[config.mk]
export PLATFORM = sky130hd
export DESIGN_NAME = gps_channel
export DESIGN_NICKNAME = d
export VERILOG_FILES = /design/src/gps_pkg.sv /design/src/ca_code_gen.sv /design/src/gps_nco.sv /design/src/code_tracker.sv /design/src/iq_correlator.sv /design/src/channel_ctrl.sv /design/src/gps_channel.sv
export SDC_FILE = /design/constraint.sdc
export NUM_CORES = 1
export LEC_CHECK = 0
export BUFFER_PORTS_ARGS = -buffer_cell sky130_fd_sc_hd__buf_2
export CORE_AREA = 2 2 303 305
export DETAILED_ROUTE_END_ITERATION = 10
export DIE_AREA = 0 0 305 307
export GPL_TIMING_DRIVEN = 0
export PLACE_DENSITY = 0.49
export SETUP_SLACK_MARGIN = 0.1
export SLEW_MARGIN = 25
export SYNTH_ARGS = -nofsm -noshare
export SYNTH_HDL_FRONTEND = slang
export SYNTH_SLANG_ARGS = --single-unit
[constraint.sdc]
create_clock -name clk -period 3.6 [get_ports clk]
set_input_delay 0 -clock clk [delete_from_list [all_inputs] [get_ports clk]]
set_output_delay 0 -clock clk [all_outputs]
set_load 0.02 [all_outputs]
[src/gps_pkg.sv]
// Shared constants and opcode bit positions for the GPS tracking channel, imported by its modules
package gps_pkg;

    //////////////////////////////////////////////////////////////////////
    // C/A code geometry

    // Chips in one C/A period
    localparam int ca_code_len = 1023;

    // Chip counter width
    // Twelve bits leave headroom above the 1023 chip period
    localparam int chip_cnt_bits = 12;

    //////////////////////////////////////////////////////////////////////
    // Correlator sizing

    // Default accumulator width
    // One epoch at four clocks per chip is 4092 samples
    // Eighteen bits keep the sum and the dither well clear of overflow
    localparam int default_integ_bits = 18;

    //////////////////////////////////////////////////////////////////////
    // Command bus

    // Bit positions within the 16-bit opcode mask
    // Several bits may be set in one write
    typedef enum logic [3:0] {
        // Satellite select from tos[10:0]
        set_sat    = 4'd0,
        // Freeze the code NCO until cg_resume
        set_pause  = 4'd1,
        // Carrier NCO rate from tos
        set_lo_nco = 4'd2,
        // Code NCO rate from tos
        set_cg_nco = 4'd3
    } cmd_bit_e;

endpackage

[src/ca_code_gen.sv]
// C/A Gold-code generator for one satellite, stepped by the code tracker once per chip
`timescale 1ns/100ps

module ca_code_gen (
    input  logic        clk,
    input  logic        rst,
    input  logic        g2_init,
    input  logic [10:1] init,
    input  logic        rd,
    output logic        chip
);

    // G1 and G2 shift registers
    logic [10:1] g1;
    logic [10:1] g2;

    // Feedback taps
    logic        g1_fb;
    logic        g2_fb;

    // G1 is one step from its all-ones start state
    logic        g1_wrap;

    // Selected G2 output
    logic        g2_out;

    // G1 taps 3 and 10
    assign g1_fb = g1[3] ^ g1[10];

    // G2 taps 2, 3, 6, 8, 9 and 10
    assign g2_fb = g2[2] ^ g2[3] ^ g2[6] ^ g2[8] ^ g2[9] ^ g2[10];

    // Next G1 state is all ones only from 0111111111
    assign g1_wrap = (g1 == 10'b01_1111_1111);

    // Preset mode takes the last stage
    // Otherwise init marks the two phase-select taps
    assign g2_out = g2_init ? g2[10] : ^(g2 & init);

    assign chip = g1[10] ^ g2_out;

    //////////////////////////////////////////////////////////////////////
    // Register stepping

    always_ff @(posedge clk) begin
        if (rst) begin
            g1 <= '1;
            g2 <= g2_init ? init : '1;
        end else if (rd) begin
            g1 <= {g1[9:1], g1_fb};
            // Preset mode reloads G2 in step with the G1 period
            if (g2_init && g1_wrap) begin
                g2 <= init;
            end else begin
                g2 <= {g2[9:1], g2_fb};
            end
        end
    end

endmodule

[src/gps_nco.sv]
// Carrier and code NCOs of the channel, giving quadrature LO bits and chip-rate strobes
`timescale 1ns/100ps

module gps_nco (
    input  logic        clk,
    input  logic        rst,
    input  logic [31:0] lo_rate,
    input  logic [31:0] cg_rate,
    input  logic        pause_cmd,
    input  logic        cg_resume,
    output logic        lo_i,
    output logic        lo_q,
    output logic        quarter_chip,
    output logic        half_chip,
    output logic        full_chip,
    output logic        chip_en
);

    // Quadrature sign patterns indexed by the top two phase bits
    localparam logic [3:0] lo_sin = 4'b1100;
    localparam logic [3:0] lo_cos = 4'b0110;

    logic [31:0] lo_phase;
    logic [31:0] cg_phase;
    logic        cg_en;

    // Partial sums exposing the carries out of bits 29, 30 and 31
    logic [30:0] sum_q;
    logic [31:0] sum_h;
    logic [32:0] sum_f;

    //////////////////////////////////////////////////////////////////////
    // Carrier NCO

    always_ff @(posedge clk) begin
        if (rst) begin
            lo_phase <= '0;
        end else begin
            lo_phase <= lo_phase + lo_rate;
        end
    end

    assign lo_i = lo_sin[lo_phase[31:30]];
    assign lo_q = lo_cos[lo_phase[31:30]];

    //////////////////////////////////////////////////////////////////////
    // Code NCO

    assign sum_q = {1'b0, cg_phase[29:0]} + {1'b0, cg_rate[29:0]};
    assign sum_h = {1'b0, cg_phase[30:0]} + {1'b0, cg_rate[30:0]};
    assign sum_f = {1'b0, cg_phase} + {1'b0, cg_rate};

    // Sub-chip strobes exist only on cycles that really add
    // A frozen phase would otherwise repeat the same carry every clock
    assign quarter_chip = sum_q[30] & cg_en;
    assign half_chip    = sum_h[31] & cg_en;
    assign full_chip    = sum_f[32];
    assign chip_en      = full_chip & cg_en;

    // Pause wins over a resume in the same cycle
    always_ff @(posedge clk) begin
        if (rst) begin
            cg_en <= 1'b0;
        end else if (pause_cmd) begin
            cg_en <= 1'b0;
        end else if (!cg_en) begin
            cg_en <= cg_resume;
        end
    end

    always_ff @(posedge clk) begin
        if (rst) begin
            cg_phase <= '0;
        end else if (cg_en) begin
            cg_phase <= sum_f[31:0];
        end
    end

endmodule

[src/code_tracker.sv]
// Chip counter and early/prompt/late code taps of the channel, with the epoch and dump flags
`timescale 1ns/100ps

module code_tracker (
    input  logic                             clk,
    input  logic                             rst,
    input  logic                             chip_en,
    input  logic                             quarter_chip,
    input  logic                             half_chip,
    input  logic                             full_chip,
    input  logic                             ca_chip,
    output logic                             ca_rd,
    output logic [gps_pkg::chip_cnt_bits-1:0] nchip,
    output logic                             chip_e,
    output logic                             chip_p,
    output logic                             chip_l,
    output logic                             epoch,
    output logic                             epoch_dump
);

    import gps_pkg::*;

    // Last chip index of the period
    localparam logic [chip_cnt_bits-1:0] last_chip = chip_cnt_bits'(ca_code_len - 1);

    // Mid-chip strobe is a half carry without a full carry
    logic mid_chip;
    // Chip boundary carries both
    logic edge_chip;

    assign mid_chip  = half_chip & ~full_chip;
    assign edge_chip = half_chip & full_chip;

    // Generator steps together with the chip counter
    assign ca_rd = chip_en;

    // Generator output leads the other taps
    assign chip_e = ca_chip;

    //////////////////////////////////////////////////////////////////////
    // Chip count and taps

    always_ff @(posedge clk) begin
        if (rst) begin
            nchip      <= '0;
            chip_p     <= 1'b0;
            chip_l     <= 1'b0;
            epoch      <= 1'b0;
            epoch_dump <= 1'b0;
        end else begin
            if (chip_en) begin
                nchip <= (nchip == last_chip) ? '0 : nchip + 1'b1;
            end

            // Prompt lags early by half a chip
            // Epoch marks the middle of chip 0
            if (mid_chip) begin
                chip_p <= chip_e;
                epoch  <= (nchip == '0);
            end else begin
                epoch  <= 1'b0;
            end

            // Late lags prompt by another half chip
            if (edge_chip) begin
                chip_l <= chip_p;
            end

            epoch_dump <= epoch;
        end
    end

    //////////////////////////////////////////////////////////////////////
    // Checks

    a_nchip_range: assert property (@(posedge clk) disable iff (rst) nchip <= last_chip)
        else $error("code_tracker: nchip out of range %h", nchip);

    a_epoch_pulse: assert property (@(posedge clk) disable iff (rst) epoch |=> !epoch)
        else $error("code_tracker: epoch longer than one clock");

endmodule

[src/iq_correlator.sv]
// Carrier and code mixers with six integrate-and-dump accumulators and their serial readout
`timescale 1ns/100ps

module iq_correlator #(
    parameter int integ_bits = gps_pkg::default_integ_bits
) (
    input  logic clk,
    input  logic rst,
    input  logic sample,
    input  logic lo_i,
    input  logic lo_q,
    input  logic chip_e,
    input  logic chip_p,
    input  logic chip_l,
    input  logic epoch_dump,
    input  logic shift,
    output logic sout
);

    localparam int ser_bits = 6 * integ_bits;

    // Channel order ip, qp, ie, qe, il, ql
    logic [5:0]            code_tap;
    logic [5:0]            lo_tap;
    logic [5:0]            mix;
    logic [integ_bits-1:0] acc [6];
    logic                  lsb;
    logic [ser_bits-1:0]   ser_iq;

    assign code_tap = {chip_p, chip_p, chip_e, chip_e, chip_l, chip_l};
    assign lo_tap   = {lo_i, lo_q, lo_i, lo_q, lo_i, lo_q};

    //////////////////////////////////////////////////////////////////////
    // Mixers and accumulators

    always_ff @(posedge clk) begin
        if (rst) begin
            mix <= '0;
            lsb <= 1'b0;
            for (int k = 0; k < 6; k++) begin
                acc[k] <= '0;
            end
        end else begin
            mix <= {6{sample}} ^ code_tap ^ lo_tap;
            // Dither bit restarts with each dump
            lsb <= epoch_dump ? 1'b0 : ~lsb;
            for (int k = 0; k < 6; k++) begin
                // A set mixer bit counts minus one
                acc[k] <= (epoch_dump ? '0 : acc[k]) + {integ_bits{mix[5-k]}}
                          + integ_bits'(lsb);
            end
        end
    end

    //////////////////////////////////////////////////////////////////////
    // Serial readout

    always_ff @(posedge clk) begin
        if (rst) begin
            ser_iq <= '0;
        end else if (epoch_dump) begin
            ser_iq <= {acc[0], acc[1], acc[2], acc[3], acc[4], acc[5]};
        end else if (shift) begin
            ser_iq <= ser_iq << 1;
        end
    end

    assign sout = ser_iq[ser_bits-1];

    a_no_shift_on_dump: assert property (@(posedge clk) disable iff (rst)
        !(shift && epoch_dump))
        else $error("iq_correlator: shift during dump");

endmodule

[src/channel_ctrl.sv]
// Command decoder of the channel, holding satellite selection and NCO rates written by the CPU
`timescale 1ns/100ps

module channel_ctrl (
    input  logic        clk,
    input  logic        rst,
    input  logic        wr_reg,
    input  logic [15:0] op,
    input  logic [31:0] tos,
    output logic [31:0] lo_rate,
    output logic [31:0] cg_rate,
    output logic        g2_init,
    output logic [10:1] init,
    output logic        pause_cmd
);

    import gps_pkg::*;

    //////////////////////////////////////////////////////////////////////
    // Register writes

    // Each opcode bit is decoded on its own
    always_ff @(posedge clk) begin
        if (rst) begin
            lo_rate <= '0;
            cg_rate <= '0;
            g2_init <= 1'b0;
            init    <= '0;
        end else if (wr_reg) begin
            if (op[set_sat]) begin
                // G2 preset flag above the ten select bits
                g2_init <= tos[10];
                init    <= tos[9:0];
            end
            if (op[set_lo_nco]) begin
                lo_rate <= tos;
            end
            if (op[set_cg_nco]) begin
                cg_rate <= tos;
            end
        end
    end

    // Pause acts on the code NCO at the next edge
    assign pause_cmd = wr_reg & op[set_pause];

    // A write always carries at least one opcode bit
    a_op_nonzero: assert property (@(posedge clk) disable iff (rst) wr_reg |-> (op != '0))
        else $error("channel_ctrl: write with empty opcode");

endmodule

[src/gps_channel.sv]
// Top level of one GPS L1 C/A tracking channel, driven by the CPU command bus
`timescale 1ns/100ps

module gps_channel #(
    parameter int integ_bits = gps_pkg::default_integ_bits
) (
    input  logic                              clk,
    input  logic                              rst,
    input  logic                              sample,
    input  logic                              cg_resume,
    input  logic                              wr_reg,
    input  logic [15:0]                       op,
    input  logic [31:0]                       tos,
    input  logic                              shift,
    output logic [gps_pkg::chip_cnt_bits-1:0] nchip,
    output logic                              sout,
    output logic                              epoch
);

    // Control outputs
    logic [31:0] lo_rate;
    logic [31:0] cg_rate;
    logic        g2_init;
    logic [10:1] init;
    logic        pause_cmd;

    // NCO outputs
    logic        lo_i;
    logic        lo_q;
    logic        quarter_chip;
    logic        half_chip;
    logic        full_chip;
    logic        chip_en;

    // Code taps
    logic        ca_rd;
    logic        ca_chip;
    logic        chip_e;
    logic        chip_p;
    logic        chip_l;
    logic        epoch_dump;

    channel_ctrl i_channel_ctrl (
        .clk, .rst, .wr_reg, .op, .tos,
        .lo_rate, .cg_rate, .g2_init, .init, .pause_cmd
    );

    gps_nco i_gps_nco (
        .clk, .rst, .lo_rate, .cg_rate, .pause_cmd, .cg_resume,
        .lo_i, .lo_q, .quarter_chip, .half_chip, .full_chip, .chip_en
    );

    ca_code_gen i_ca_code_gen (
        .clk, .rst, .g2_init, .init, .rd(ca_rd), .chip(ca_chip)
    );

    code_tracker i_code_tracker (
        .clk, .rst, .chip_en, .quarter_chip, .half_chip, .full_chip, .ca_chip,
        .ca_rd, .nchip, .chip_e, .chip_p, .chip_l, .epoch, .epoch_dump
    );

    iq_correlator #(
        .integ_bits(integ_bits)
    ) i_iq_correlator (
        .clk, .rst, .sample, .lo_i, .lo_q, .chip_e, .chip_p, .chip_l,
        .epoch_dump, .shift, .sout
    );

endmodule

==> results.py, run 1 <==
metrics = {
    "run_status": {
        "status": "completed",
    },
    "layout": {
        "drive_gt1_share_pct": 8.53,
        "fin_cells": 4071,
        "synthToLayoutAreaGrowth_pct": 17.6,
        "final_nets": 3081,
    },
    "floorplanning": {
        "io_pins": 68,
        "dieArea_mm2": 0.0936,
        "rows": 111,
        "die_w_um": 305,
        "core-area_mm2": 0.0907,
        "die_height_um": 307,
        "initial_core_util_pct": 24.8,
    },
    "timing": {
        "clock-skew-final_ns": 0.0146,
        "worstMarginPinSlew_ns": 1.14,
        "post-route-period-util_pct": 92.4,
        "finalWorstPathRequiredPeriod_ns": 3.32,
        "final_hold_viol_count": 0,
        "setup_viol": 0,
        "relSlewSlack_pct": 24.2,
        "maxSlewViolCount": 0,
        "fmax_mhz": 301,
        "fin_setup_tns_ns": 0,
        "rsz0062_at_grt": "false",
        "worst_slack_ns": 0.275,
    },
    "placement": {
        "globalplace.congestion": 0.854,
        "dp_cells": 3937,
        "dp_hpwl_um": 45600,
        "place_ws_ns": -1.31,
        "portBuffers": 53,
    },
    "yosys": {
        "synth_warnings": 0,
        "ys_async_sr_fraction_pct": 0,
        "synth_cells": 2698,
        "synth_area_mm2": 0.0225,
        "synth_edf_count": 10,
        "syn-num-nets": 2928,
        "synth-seq-cells": 399,
        "ys_seq_area_share_pct": 36.0,
        "synth_area_per_cell_um2": 8.33,
        "synth_cell_types": 88,
        "synth-main-ff-cell": "dfxtp_1",
    },
    "route": {
        "routedWlPerCell_um": 15.4,
        "drt_iter0_drc": 990,
        "firstDrtPassIters": 7,
        "wl_um": 62600,
        "ant_nets": 0,
        "drt-vias-per-instance": 4.61,
        "via_count": 18748,
        "drc_errors": 0,
    },
    "global_route": {
        "grt_overflow_total": 0,
        "grt_max_degree": 20,
        "grt_pass1_wl_um": 99600,
        "antenna_found_initial": 5,
        "grt_pass1_vias": 18125,
        "grt_usage_pct": 13.2,
    },
    "power_and_ir_drop": {
        "p_switching_uw": 5060,
        "leakage_uw": 0.0112,
        "pwr-share-seq_pct": 36.4,
        "power_per_cell_area_mw_per_mm2": 575,
        "switching_share_pct": 33.3,
        "p_clk_share_pct": 31.6,
        "peakVddDrop_uv": 346,
        "comb_power_share_pct": 32.0,
        "power.total_uw": 15200,
        "internal_power_uw": 10100,
    },
    "critical_path": {
        "start_kind": "flop",
        "worstReg2RegEnd": "i_iq_correlator.acc[3][14]",
        "reg2reg_slack_ns": 0.28,
        "crit_path_end_kind": "flop",
        "required_ns": 4.06,
        "worstRegToRegCells": 14,
        "worstSetupPathType": "reg2reg",
        "cp.arrival_ns": 3.79,
        "r2r-start": "i_code_tracker.epoch_dump",
        "cp_max_fo": 10,
        "crit_slowest_cell": "fa_1",
        "max_stage_delay_ns": 0.41,
        "worstPathCellList": "buf_8 -> buf_4 -> nand2b_1 -> fa_1 -> fa_1 -> nor2b_1 -> o21ai_0 -> a21boi_1 -> o21ai_1 -> a211o_1 -> o21ai_0 -> a21oi_1 -> xor2_1 -> nor2_1",
    },
    "clocking": {
        "cts_root_buf": "clkbuf_16",
        "numCtsBuffers": 47,
        "h-tree-depth": 2,
        "clk_latency_ns": 0.60,
        "cts_max_path_buffers": 3,
        "path_clk_slew_ns": 0.06,
        "cts_tree": "yes",
        "cts_sinks": 399,
    },
    "hold_path": {
        "holdCritPathClass": "in2reg",
        "whs_endpoint": "i_channel_ctrl.cg_rate[10]",
        "hold_depth": 4,
        "hold_start": "tos[10]",
    },
    "job": {
        "max_cap_viol_count": 0,
    },
}
-- area by class of cell --
class / count / area, µm²
inverter: 56 / 214
clock inverter: 16 / 156
antenna: 1 / 2.50
fill: 9760 / 64300
multi-input combinational: 2111 / 13700
tap: 1186 / 1480
clock buffer: 66 / 1370
sequential: 399 / 8110
buffer: 129 / 611
timing repair buffer: 107 / 771
-- worst max-delay path by stage --
stage / endpoint / startpoint / cells past startpoint
after global routing: i_iq_correlator.acc[4][14] / i_code_tracker.epoch_dump / 14
after detailed placement: i_iq_correlator.acc[1][15] / i_code_tracker.epoch_dump / 14
after CTS: i_iq_correlator.acc[5][16] / i_code_tracker.epoch_dump / 14
after floorplan: i_iq_correlator.acc[1][15] / i_code_tracker.epoch_dump / 14
final: i_iq_correlator.acc[3][14] / i_code_tracker.epoch_dump / 14
after global placement: i_iq_correlator.acc[1][15] / i_code_tracker.epoch_dump / 14
-- metal layers --
metal	GRT usage [%]	up-vias	wire, µm
met5	0	-	27
met4	3.03	4	1150
met2	20.7	273	26800
li1	-	9669	-
met3	2.25	79	2750
met1	18.7	8723	31800
-- placed cells by master, fill, tap and decap left out, types with 13 or more instances in the layout --
master,count
nand4_1,16
xor2_1,56
nand3_1,21
inv_1,55
nor2_1,416
buf_4,16
clkbuf_1,96
o21a_1,16
clkbuf_8,13
nand2b_1,40
clkbuf_16,48
ha_1,162
mux2i_1,125
o21ai_0,80
nand2_1,263
xnor2_1,83
dlygate4sd3_1,40
a21o_1,37
buf_2,55
buf_1,19
a21oi_1,295
a31oi_1,19
nor2b_1,146
nor3_1,63
o21ai_1,17
dfxtp_1,381
-- repair_timing --
| item | 4_1_cts | 5_1_grt |
|---|---|---|
| hold buffers | 40 | 0 |
| endpoints found under the hold margin | 79 | 0 |
| setup endpoints to repair | 83 | 46 |
| resized for setup | 39 | 35 |
| buffers inserted | 2 | 12 |
| pin swaps | 5 | 16 |
-- Yosys cell counts, drive strengths merged, types with 11 or more instances --
library cell	number	area share [%]
o21bai	18	0.60
nor2b	150	4.2
a31oi	25	0.72
and3	13	0.39
buf	24	0.53
a211oi	16	0.62
mux2i	125	5.6
o21a	16	0.53
fa	14	1.2
nor2	416	7.0
or3	13	0.37
ha	162	9.0
o21ai	98	2.2
nand2b	41	1.1
nand4	16	0.45
a21oi	298	6.7
a21o	39	1.3
nor3	63	1.4
inv	56	0.94
o22a	11	0.43
mux2	12	0.60
nand3	22	0.55
nand2	263	4.4
a21boi	16	0.53
dfxtp	389	35
xor2	56	2.2
xnor2	83	3.2
clkbuf	106	1.9
-- power groups by stage --
stage,Sequential (µW),Clock (µW),Combinational (µW)
after global routing,5610,5150,5500
after floorplan,5430,0,3850
after CTS,5530,4970,4790
after global placement,5600,0,4660
final,5520,4800,4860
after detailed placement,5610,0,4690
-- through the flow --
step | util [%] | hold WS, ns | cell area, µm²
floorplan | - | 0.0932 | 22500
global placement | 26.7 | 0.224 | 24200
detailed placement | 26.7 | 0.230 | 24200
CTS | 28.9 | 0.184 | 26200
global route | 29.1 | 0.216 | 26400
finish | 29.1 | 0.219 | 26400
-- worst max-delay path: cells and delay by family (launching register included) --
kind            cells  cell delay [ns]
compound gates      6             1.11
xor+xnor            1             0.14
fa+ha+maj           2             0.81
buf+inv             2             0.35
flops               1             0.38
simple gates        3             0.38
-- state kept, by name, indices dropped and copies added, names as in the netlist, 6 cells and up --
| register | cells |
|---|---|
| i_iq_correlator.acc | 108 |
| i_channel_ctrl.cg_rate | 32 |
| i_iq_correlator.mix | 6 |
| i_channel_ctrl.init | 10 |
| i_iq_correlator.ser_iq | 108 |
| i_code_tracker.nchip | 12 |
| i_gps_nco.lo_phase | 32 |
| i_ca_code_gen.g1 | 10 |
| i_ca_code_gen.g2 | 10 |
| i_gps_nco.cg_phase | 32 |
| i_channel_ctrl.lo_rate | 32 |
-- cells by family (layout without fill, tap and decap cells) --
family                     Yosys count  count (layout)  synth area share (%)
and+or+nand+nor                   1052            1052                  21.7
xor gates and xnor gates           139             139                  5.42
muxes                              137             137                  6.17
buffers and inverters              188             374                  3.51
DFF                                399             399                  36.0
adders and majority gates          176             176                  10.3
AOI/OAI and AO/OA                  607             607                  16.9
other                                0               1                     0
Power figures use the tool's default switching activity.
==> inputs of run 2 (changes only) <==
--- a/config.mk
+++ b/config.mk
@@ -7,6 +7,7 @@
 export LEC_CHECK = 0
 export BUFFER_PORTS_ARGS = -buffer_cell sky130_fd_sc_hd__buf_2
 export CORE_AREA = 2 2 303 305
+export CTS_BUF_LIST = sky130_fd_sc_hd__clkbuf_16
 export DETAILED_ROUTE_END_ITERATION = 10
 export DIE_AREA = 0 0 305 307
 export GPL_TIMING_DRIVEN = 0
==> run 2 against run 1 <==
Effect of this change: worst hold slack worse by 0.0028 ns; register-to-register slack about the same; clock skew about the same; non-clock buffer count down 2; sequential share of layout area up 0.10 points; core utilization down 0.11 points; first-iteration DRC count down 4.5%; largest power group unchanged.
==> results.py, run 2 (same netlist as run 1, synthesis figures left out) <==
metrics = {
    "run_status": {
        "status": "completed",
    },
    "global_route": {
        "antenna_found_initial": 5,
        "grt_max_degree": 20,
        "grt_usage_pct": 13.2,
        "grt_pass1_vias": 18156,
        "grt_overflow_total": 0,
        "grt_pass1_wl_um": 99800,
    },
    "timing": {
        "relSlewSlack_pct": 25.9,
        "setup_viol": 0,
        "worst_slack_ns": 0.278,
        "fmax_mhz": 301,
        "rsz0062_at_grt": "false",
        "post-route-period-util_pct": 92.3,
        "worstMarginPinSlew_ns": 1.11,
        "finalWorstPathRequiredPeriod_ns": 3.32,
        "clock-skew-final_ns": 0.0150,
        "final_hold_viol_count": 0,
        "maxSlewViolCount": 0,
    },
    "clocking": {
        "numCtsBuffers": 47,
        "h-tree-depth": 2,
        "cts_sinks": 399,
        "path_clk_slew_ns": 0.06,
        "cts_tree": "yes",
        "cts_root_buf": "clkbuf_16",
        "clk_latency_ns": 0.60,
        "cts_max_path_buffers": 3,
    },
    "critical_path": {
        "start_kind": "flop",
        "required_ns": 4.07,
        "worstPathCellList": "clkbuf_16 -> buf_4 -> nand2b_1 -> fa_1 -> fa_2 -> nor2b_2 -> o21ai_0 -> a21boi_1 -> o21ai_1 -> a211o_1 -> o21bai_2 -> a21oi_1 -> xor2_1 -> nor2_1",
        "reg2reg_slack_ns": 0.28,
        "crit_path_end_kind": "flop",
        "worstReg2RegEnd": "i_iq_correlator.acc[5][16]",
        "r2r-start": "i_code_tracker.epoch_dump",
        "cp_max_fo": 10,
        "path_buf_inv": 2,
        "crit_family": "compound AO/OA/AOI/OAI gates",
        "max_stage_delay_ns": 0.41,
        "worstSetupPathType": "reg2reg",
        "startpoint": "i_code_tracker.epoch_dump",
        "worstRegToRegCells": 14,
        "crit_slowest_cell": "fa_1",
        "cp.arrival_ns": 3.79,
    },
    "floorplanning": {
        "initial_core_util_pct": 24.8,
        "dieArea_mm2": 0.0936,
        "core-area_mm2": 0.0907,
        "die_w_um": 305,
        "die_height_um": 307,
        "rows": 111,
        "io_pins": 68,
    },
    "power_and_ir_drop": {
        "power_per_cell_area_mw_per_mm2": 568,
        "peakVddDrop_uv": 349,
        "leakage_uw": 0.0111,
    },
    "layout": {
        "synthToLayoutAreaGrowth_pct": 17.2,
        "layout.cells.most_common": "nor2_1",
        "final_nets": 3079,
        "final_area_mm2": 0.0263,
        "fillCellCount": 9774,
        "drive_gt1_share_pct": 8.19,
        "top_regs": "i_iq_correlator.acc: 108 flops, i_iq_correlator.ser_iq: 108 flops",
        "final_cell_mix": "nor2_1, dfxtp_1, a21oi_1",
    },
    "hold_path": {
        "holdCritPathClass": "in2reg",
        "hold_start": "tos[10]",
        "hold_depth": 4,
        "whs_endpoint": "i_channel_ctrl.cg_rate[10]",
    },
    "placement": {
        "dpl_cell_area_mm2": 0.0242,
        "globalplace.congestion": 0.854,
        "place_ws_ns": -1.31,
        "portBuffers": 53,
        "dp_hpwl_um": 45600,
    },
    "route": {
        "wl_um": 62600,
        "firstDrtPassIters": 5,
        "drt_iter0_drc": 945,
        "ant_nets": 0,
        "drt-vias-per-instance": 4.61,
        "routedWlPerCell_um": 15.4,
        "via_count": 18751,
        "drc_errors": 0,
    },
    "job": {
        "max_cap_viol_count": 0,
    },
}
[run 2: changes by cell type in the layout (fill, tap and decap cells not counted), moves of 2 or more]
cell	previous run	this run
clkbuf_8	13	3
clkinv_1	0	10
clkbuf_1	96	88
inv_1	55	63
buf_4	16	12
fa_1	12	10
fa_2	2	4
[run 2: worst register-to-register path, cell delays in order (launching register included)]
cell       delay [ns]
dfxtp_4          0.39
clkbuf_16        0.20
buf_4            0.19
nand2b_1         0.17
fa_1             0.41
fa_2             0.37
nor2b_2          0.13
o21ai_0          0.12
a21boi_1         0.23
o21ai_1          0.11
a211o_1          0.35
o21bai_2         0.21
a21oi_1          0.10
xor2_1           0.15
nor2_1           0.05
[run 2: area by class of cell]
type / instances / area, µm² / share of cell area (%)
Antenna cell: 1 / 2.50 / 0.00951
Buffer: 129 / 621 / 2.36
Clock buffer: 48 / 1200 / 4.56
Clock inverter: 34 / 224 / 0.851
Inverter: 56 / 214 / 0.813
Multi-Input combinational cell: 2111 / 13700 / 52.1
Sequential cell: 399 / 8100 / 30.8
Tap cell: 1186 / 1480 / 5.64
Timing Repair Buffer: 105 / 758 / 2.88
[run 2: what timing repair did]
item / 4_1_cts / 5_1_grt
resized for setup: 40 / 36
endpoints found under the hold margin: 79 / 0
setup buffers: 2 / 9
pin swaps: 4 / 16
hold buffers: 41 / 0
setup endpoints to repair: 83 / 45
[run 2: stage by stage]
step | total power, µW | utilization (%) | TNS [ns] | std cells | hold WS [ns]
finish | 14900 | 29.0 | 0 | 4069 | 0.216
global route | 16000 | 29.0 | 0 | 4068 | 0.215
CTS | 15000 | 28.8 | 0 | 4059 | 0.184
detailed placement | 10300 | 26.7 | -54.42 | 3937 | 0.230
global placement | 10300 | 26.7 | -55.55 | 3937 | 0.224
floorplan | 9280 | - | 0 | 2698 | 0.0932
[run 2: layer usage]
metal | wire length [µm] | track usage (%) | vias to the layer above
met5 | 27 | 0 | -
met4 | 1140 | 3.03 | 4
met3 | 2910 | 2.25 | 79
met2 | 26800 | 20.8 | 283
met1 | 31700 | 18.8 | 8720
li1 | - | - | 9665
[run 2: how the worst max path moves through the flow]
stage | endpoint | depth (start not counted)
3_3_place_gp | i_iq_correlator.acc[1][15] | 14
6_report | i_iq_correlator.acc[5][16] | 14
4_1_cts | i_iq_correlator.acc[4][15] | 13
3_5_place_dp | i_iq_correlator.acc[1][15] | 14
5_1_grt | i_iq_correlator.acc[2][15] | 13
2_1_floorplan | i_iq_correlator.acc[1][15] | 14
[run 2: where the power goes]
part / leakage, µW / switching, µW / internal, µW
clock network: 0.000731 / 2010 / 2550
registers: 0.00326 / 453 / 5070
logic: 0.00714 / 2590 / 2270
total: 0.0111 / 5060 / 9890
==> inputs of run 3 (changes only) <==
--- a/config.mk
+++ b/config.mk
@@ -6,14 +6,14 @@
 export NUM_CORES = 1
 export LEC_CHECK = 0
 export BUFFER_PORTS_ARGS = -buffer_cell sky130_fd_sc_hd__buf_2
-export CORE_AREA = 2 2 303 305
+export CORE_AREA = 2 2 215 429
 export CTS_BUF_LIST = sky130_fd_sc_hd__clkbuf_16
 export DETAILED_ROUTE_END_ITERATION = 10
-export DIE_AREA = 0 0 305 307
+export DIE_AREA = 0 0 217 431
 export GPL_TIMING_DRIVEN = 0
 export PLACE_DENSITY = 0.49
 export SETUP_SLACK_MARGIN = 0.1
-export SLEW_MARGIN = 25
+export SLEW_MARGIN = 20
 export SYNTH_ARGS = -nofsm -noshare
 export SYNTH_HDL_FRONTEND = slang
 export SYNTH_SLANG_ARGS = --single-unit
==> run 3 against run 2 <==
Effect of this change: non-clock buffer count up 8; clock skew up 0.0076 ns; first-iteration DRC count down 36%; final cell count down 0.15%; wire length up 8.5%; critical path type unchanged; largest cell class unchanged.
==> results.py, run 3 (same netlist as run 1, synthesis figures left out) <==
metrics = {
    "route": {
        "firstDrtPassIters": 5,
        "drc_errors": 0,
        "wl_um": 67900,
        "drt-vias-per-instance": 4.67,
        "via_count": 18973,
        "ant_nets": 0,
        "drt_iter0_drc": 603,
        "routedWlPerCell_um": 16.7,
    },
    "critical_path": {
        "worstSetupPathType": "reg2reg",
        "cp_max_fo": 10,
        "required_ns": 4.05,
        "start_kind": "flop",
        "crit_path_end_kind": "flop",
        "worstReg2RegEnd": "i_iq_correlator.acc[0][14]",
        "r2r-start": "i_code_tracker.epoch_dump",
        "worstRegToRegCells": 14,
        "startpoint": "i_code_tracker.epoch_dump",
        "cp.arrival_ns": 3.76,
        "reg2reg_slack_ns": 0.29,
    },
    "global_route": {
        "grt_max_degree": 20,
        "grt_pass1_wl_um": 106000,
        "grt_pass1_vias": 19311,
        "grt_overflow_total": 0,
        "grt_usage_pct": 14.3,
        "antenna_found_initial": 1,
    },
    "timing": {
        "final_hold_viol_count": 0,
        "rsz0062_at_grt": "false",
        "maxSlewViolCount": 0,
        "finalWorstPathRequiredPeriod_ns": 3.31,
        "hold_slack_ns": 0.00602,
        "clock-skew-final_ns": 0.0226,
        "relSlewSlack_pct": 30.5,
        "post-route-period-util_pct": 92.1,
        "setup_viol": 0,
        "fmax_mhz": 302,
        "worstMarginPinSlew_ns": 1.04,
    },
    "placement": {
        "dp_hpwl_um": 52300,
        "globalplace.congestion": 0.846,
        "portBuffers": 53,
    },
    "hold_path": {
        "holdCritPathClass": "in2reg",
        "hold_depth": 4,
        "whs_endpoint": "i_channel_ctrl.lo_rate[31]",
        "hold_start": "op[2]",
    },
    "power_and_ir_drop": {
        "power_per_cell_area_mw_per_mm2": 560,
        "peakVddDrop_uv": 392,
        "leakage_uw": 0.0111,
    },
    "floorplanning": {
        "dieArea_mm2": 0.0935,
        "core-area_mm2": 0.0902,
        "die_height_um": 431,
        "io_pins": 68,
        "initial_core_util_pct": 24.9,
        "die_w_um": 217,
        "rows": 156,
    },
    "layout": {
        "final_nets": 3079,
        "synthToLayoutAreaGrowth_pct": 16.5,
        "layout.cells.most_common": "nor2_1",
        "drive_gt1_share_pct": 8.34,
        "final_core_util_pct": 29.0,
        "final_cell_mix": "nor2_1, dfxtp_1, a21oi_1",
        "top_regs": "i_iq_correlator.acc: 108 flops, i_iq_correlator.ser_iq: 108 flops",
    },
    "clocking": {
        "path_clk_slew_ns": 0.07,
        "cts_sinks": 399,
        "numCtsBuffers": 39,
        "cts_root_buf": "clkbuf_16",
        "clk_latency_ns": 0.58,
        "h-tree-depth": 2,
        "cts_tree": "yes",
        "cts_max_path_buffers": 3,
    },
    "job": {
        "max_cap_viol_count": 0,
    },
    "run_status": {
        "status": "completed",
    },
}
## run 3: cell count changes in the layout (fill, tap and decap cells not counted), sizes merged
| cell | before | now |
|---|---|---|
| inv | 65 | 64 |
| clkbuf | 150 | 140 |
| clkinvlp | 3 | 1 |
| buf | 89 | 100 |
| dlygate4sd3 | 41 | 39 |
| clkinv | 20 | 18 |
| bufinv | 2 | 3 |
## run 3: how the worst max path moves through the flow
stage                                             to  slack (ns)  cells after the start
final                     i_iq_correlator.acc[0][14]        0.29                     14
after global routing      i_iq_correlator.acc[2][16]        0.10                     13
after CTS                 i_iq_correlator.acc[1][16]        0.09                     13
after detailed placement  i_iq_correlator.acc[1][15]       -1.47                     14
after global placement    i_iq_correlator.acc[1][15]       -1.49                     14
after floorplan           i_iq_correlator.acc[1][15]        0.26                     14
## run 3: per-stage QoR
step           power, µW  setup TNS (ns)  cells  instance area (µm²)  setup slack [ns]
2_1_floorplan       9280               0   2698                22500             0.261
3_3_place_gp       10400          -59.29   3936                24200             -1.49
3_5_place_dp       10500          -58.70   3936                24200             -1.47
4_1_cts            14800               0   4055                26000            0.0946
5_1_grt            15700               0   4063                26200             0.102
6_report           14700               0   4063                26200             0.286
## run 3: what timing repair did
action                     CTS  global route
hold buffers                39             0
setup endpoints to repair   82            47
hold endpoints to repair    76             0
gates resized for setup     49            44
pin swaps                   10            14
setup buffers               14             7
## run 3: layout make-up
type	count	area, µm²
diodes	1	2.50
plain buffers	129	626
clock buffers	39	976
clock inverters	30	223
fillers	9802	64000
inverters	56	214
multi-input cells	2111	13700
flip-flops and latches	399	8110
well taps	1185	1480
repair buffers	113	826
## run 3: critical path, cell delays in order, from the launching register on
cell	delay [ns]
dfxtp_4	0.39
buf_8	0.17
clkbuf_8	0.17
nand2b_1	0.16
fa_1	0.41
fa_2	0.36
nor2b_2	0.13
o21ai_0	0.12
a21boi_1	0.20
o21ai_0	0.14
a211o_1	0.40
o21ai_1	0.20
a21oi_1	0.13
xor2_1	0.15
nor2_1	0.06
## run 3: metal layers
layer | up-vias | global-route usage [%] | wire length, µm
li1 | 9619 | - | -
met1 | 9041 | 13.3 | 23800
met2 | 211 | 30.7 | 40400
met3 | 102 | 1.25 | 1250
met4 | 0 | 5.78 | 2420
met5 | - | 0 | 0
## run 3: where the power goes
group	switching (µW)	internal (µW)
clock	1910	2200
combinational	2690	2310
sequential	474	5070
total	5080	9580
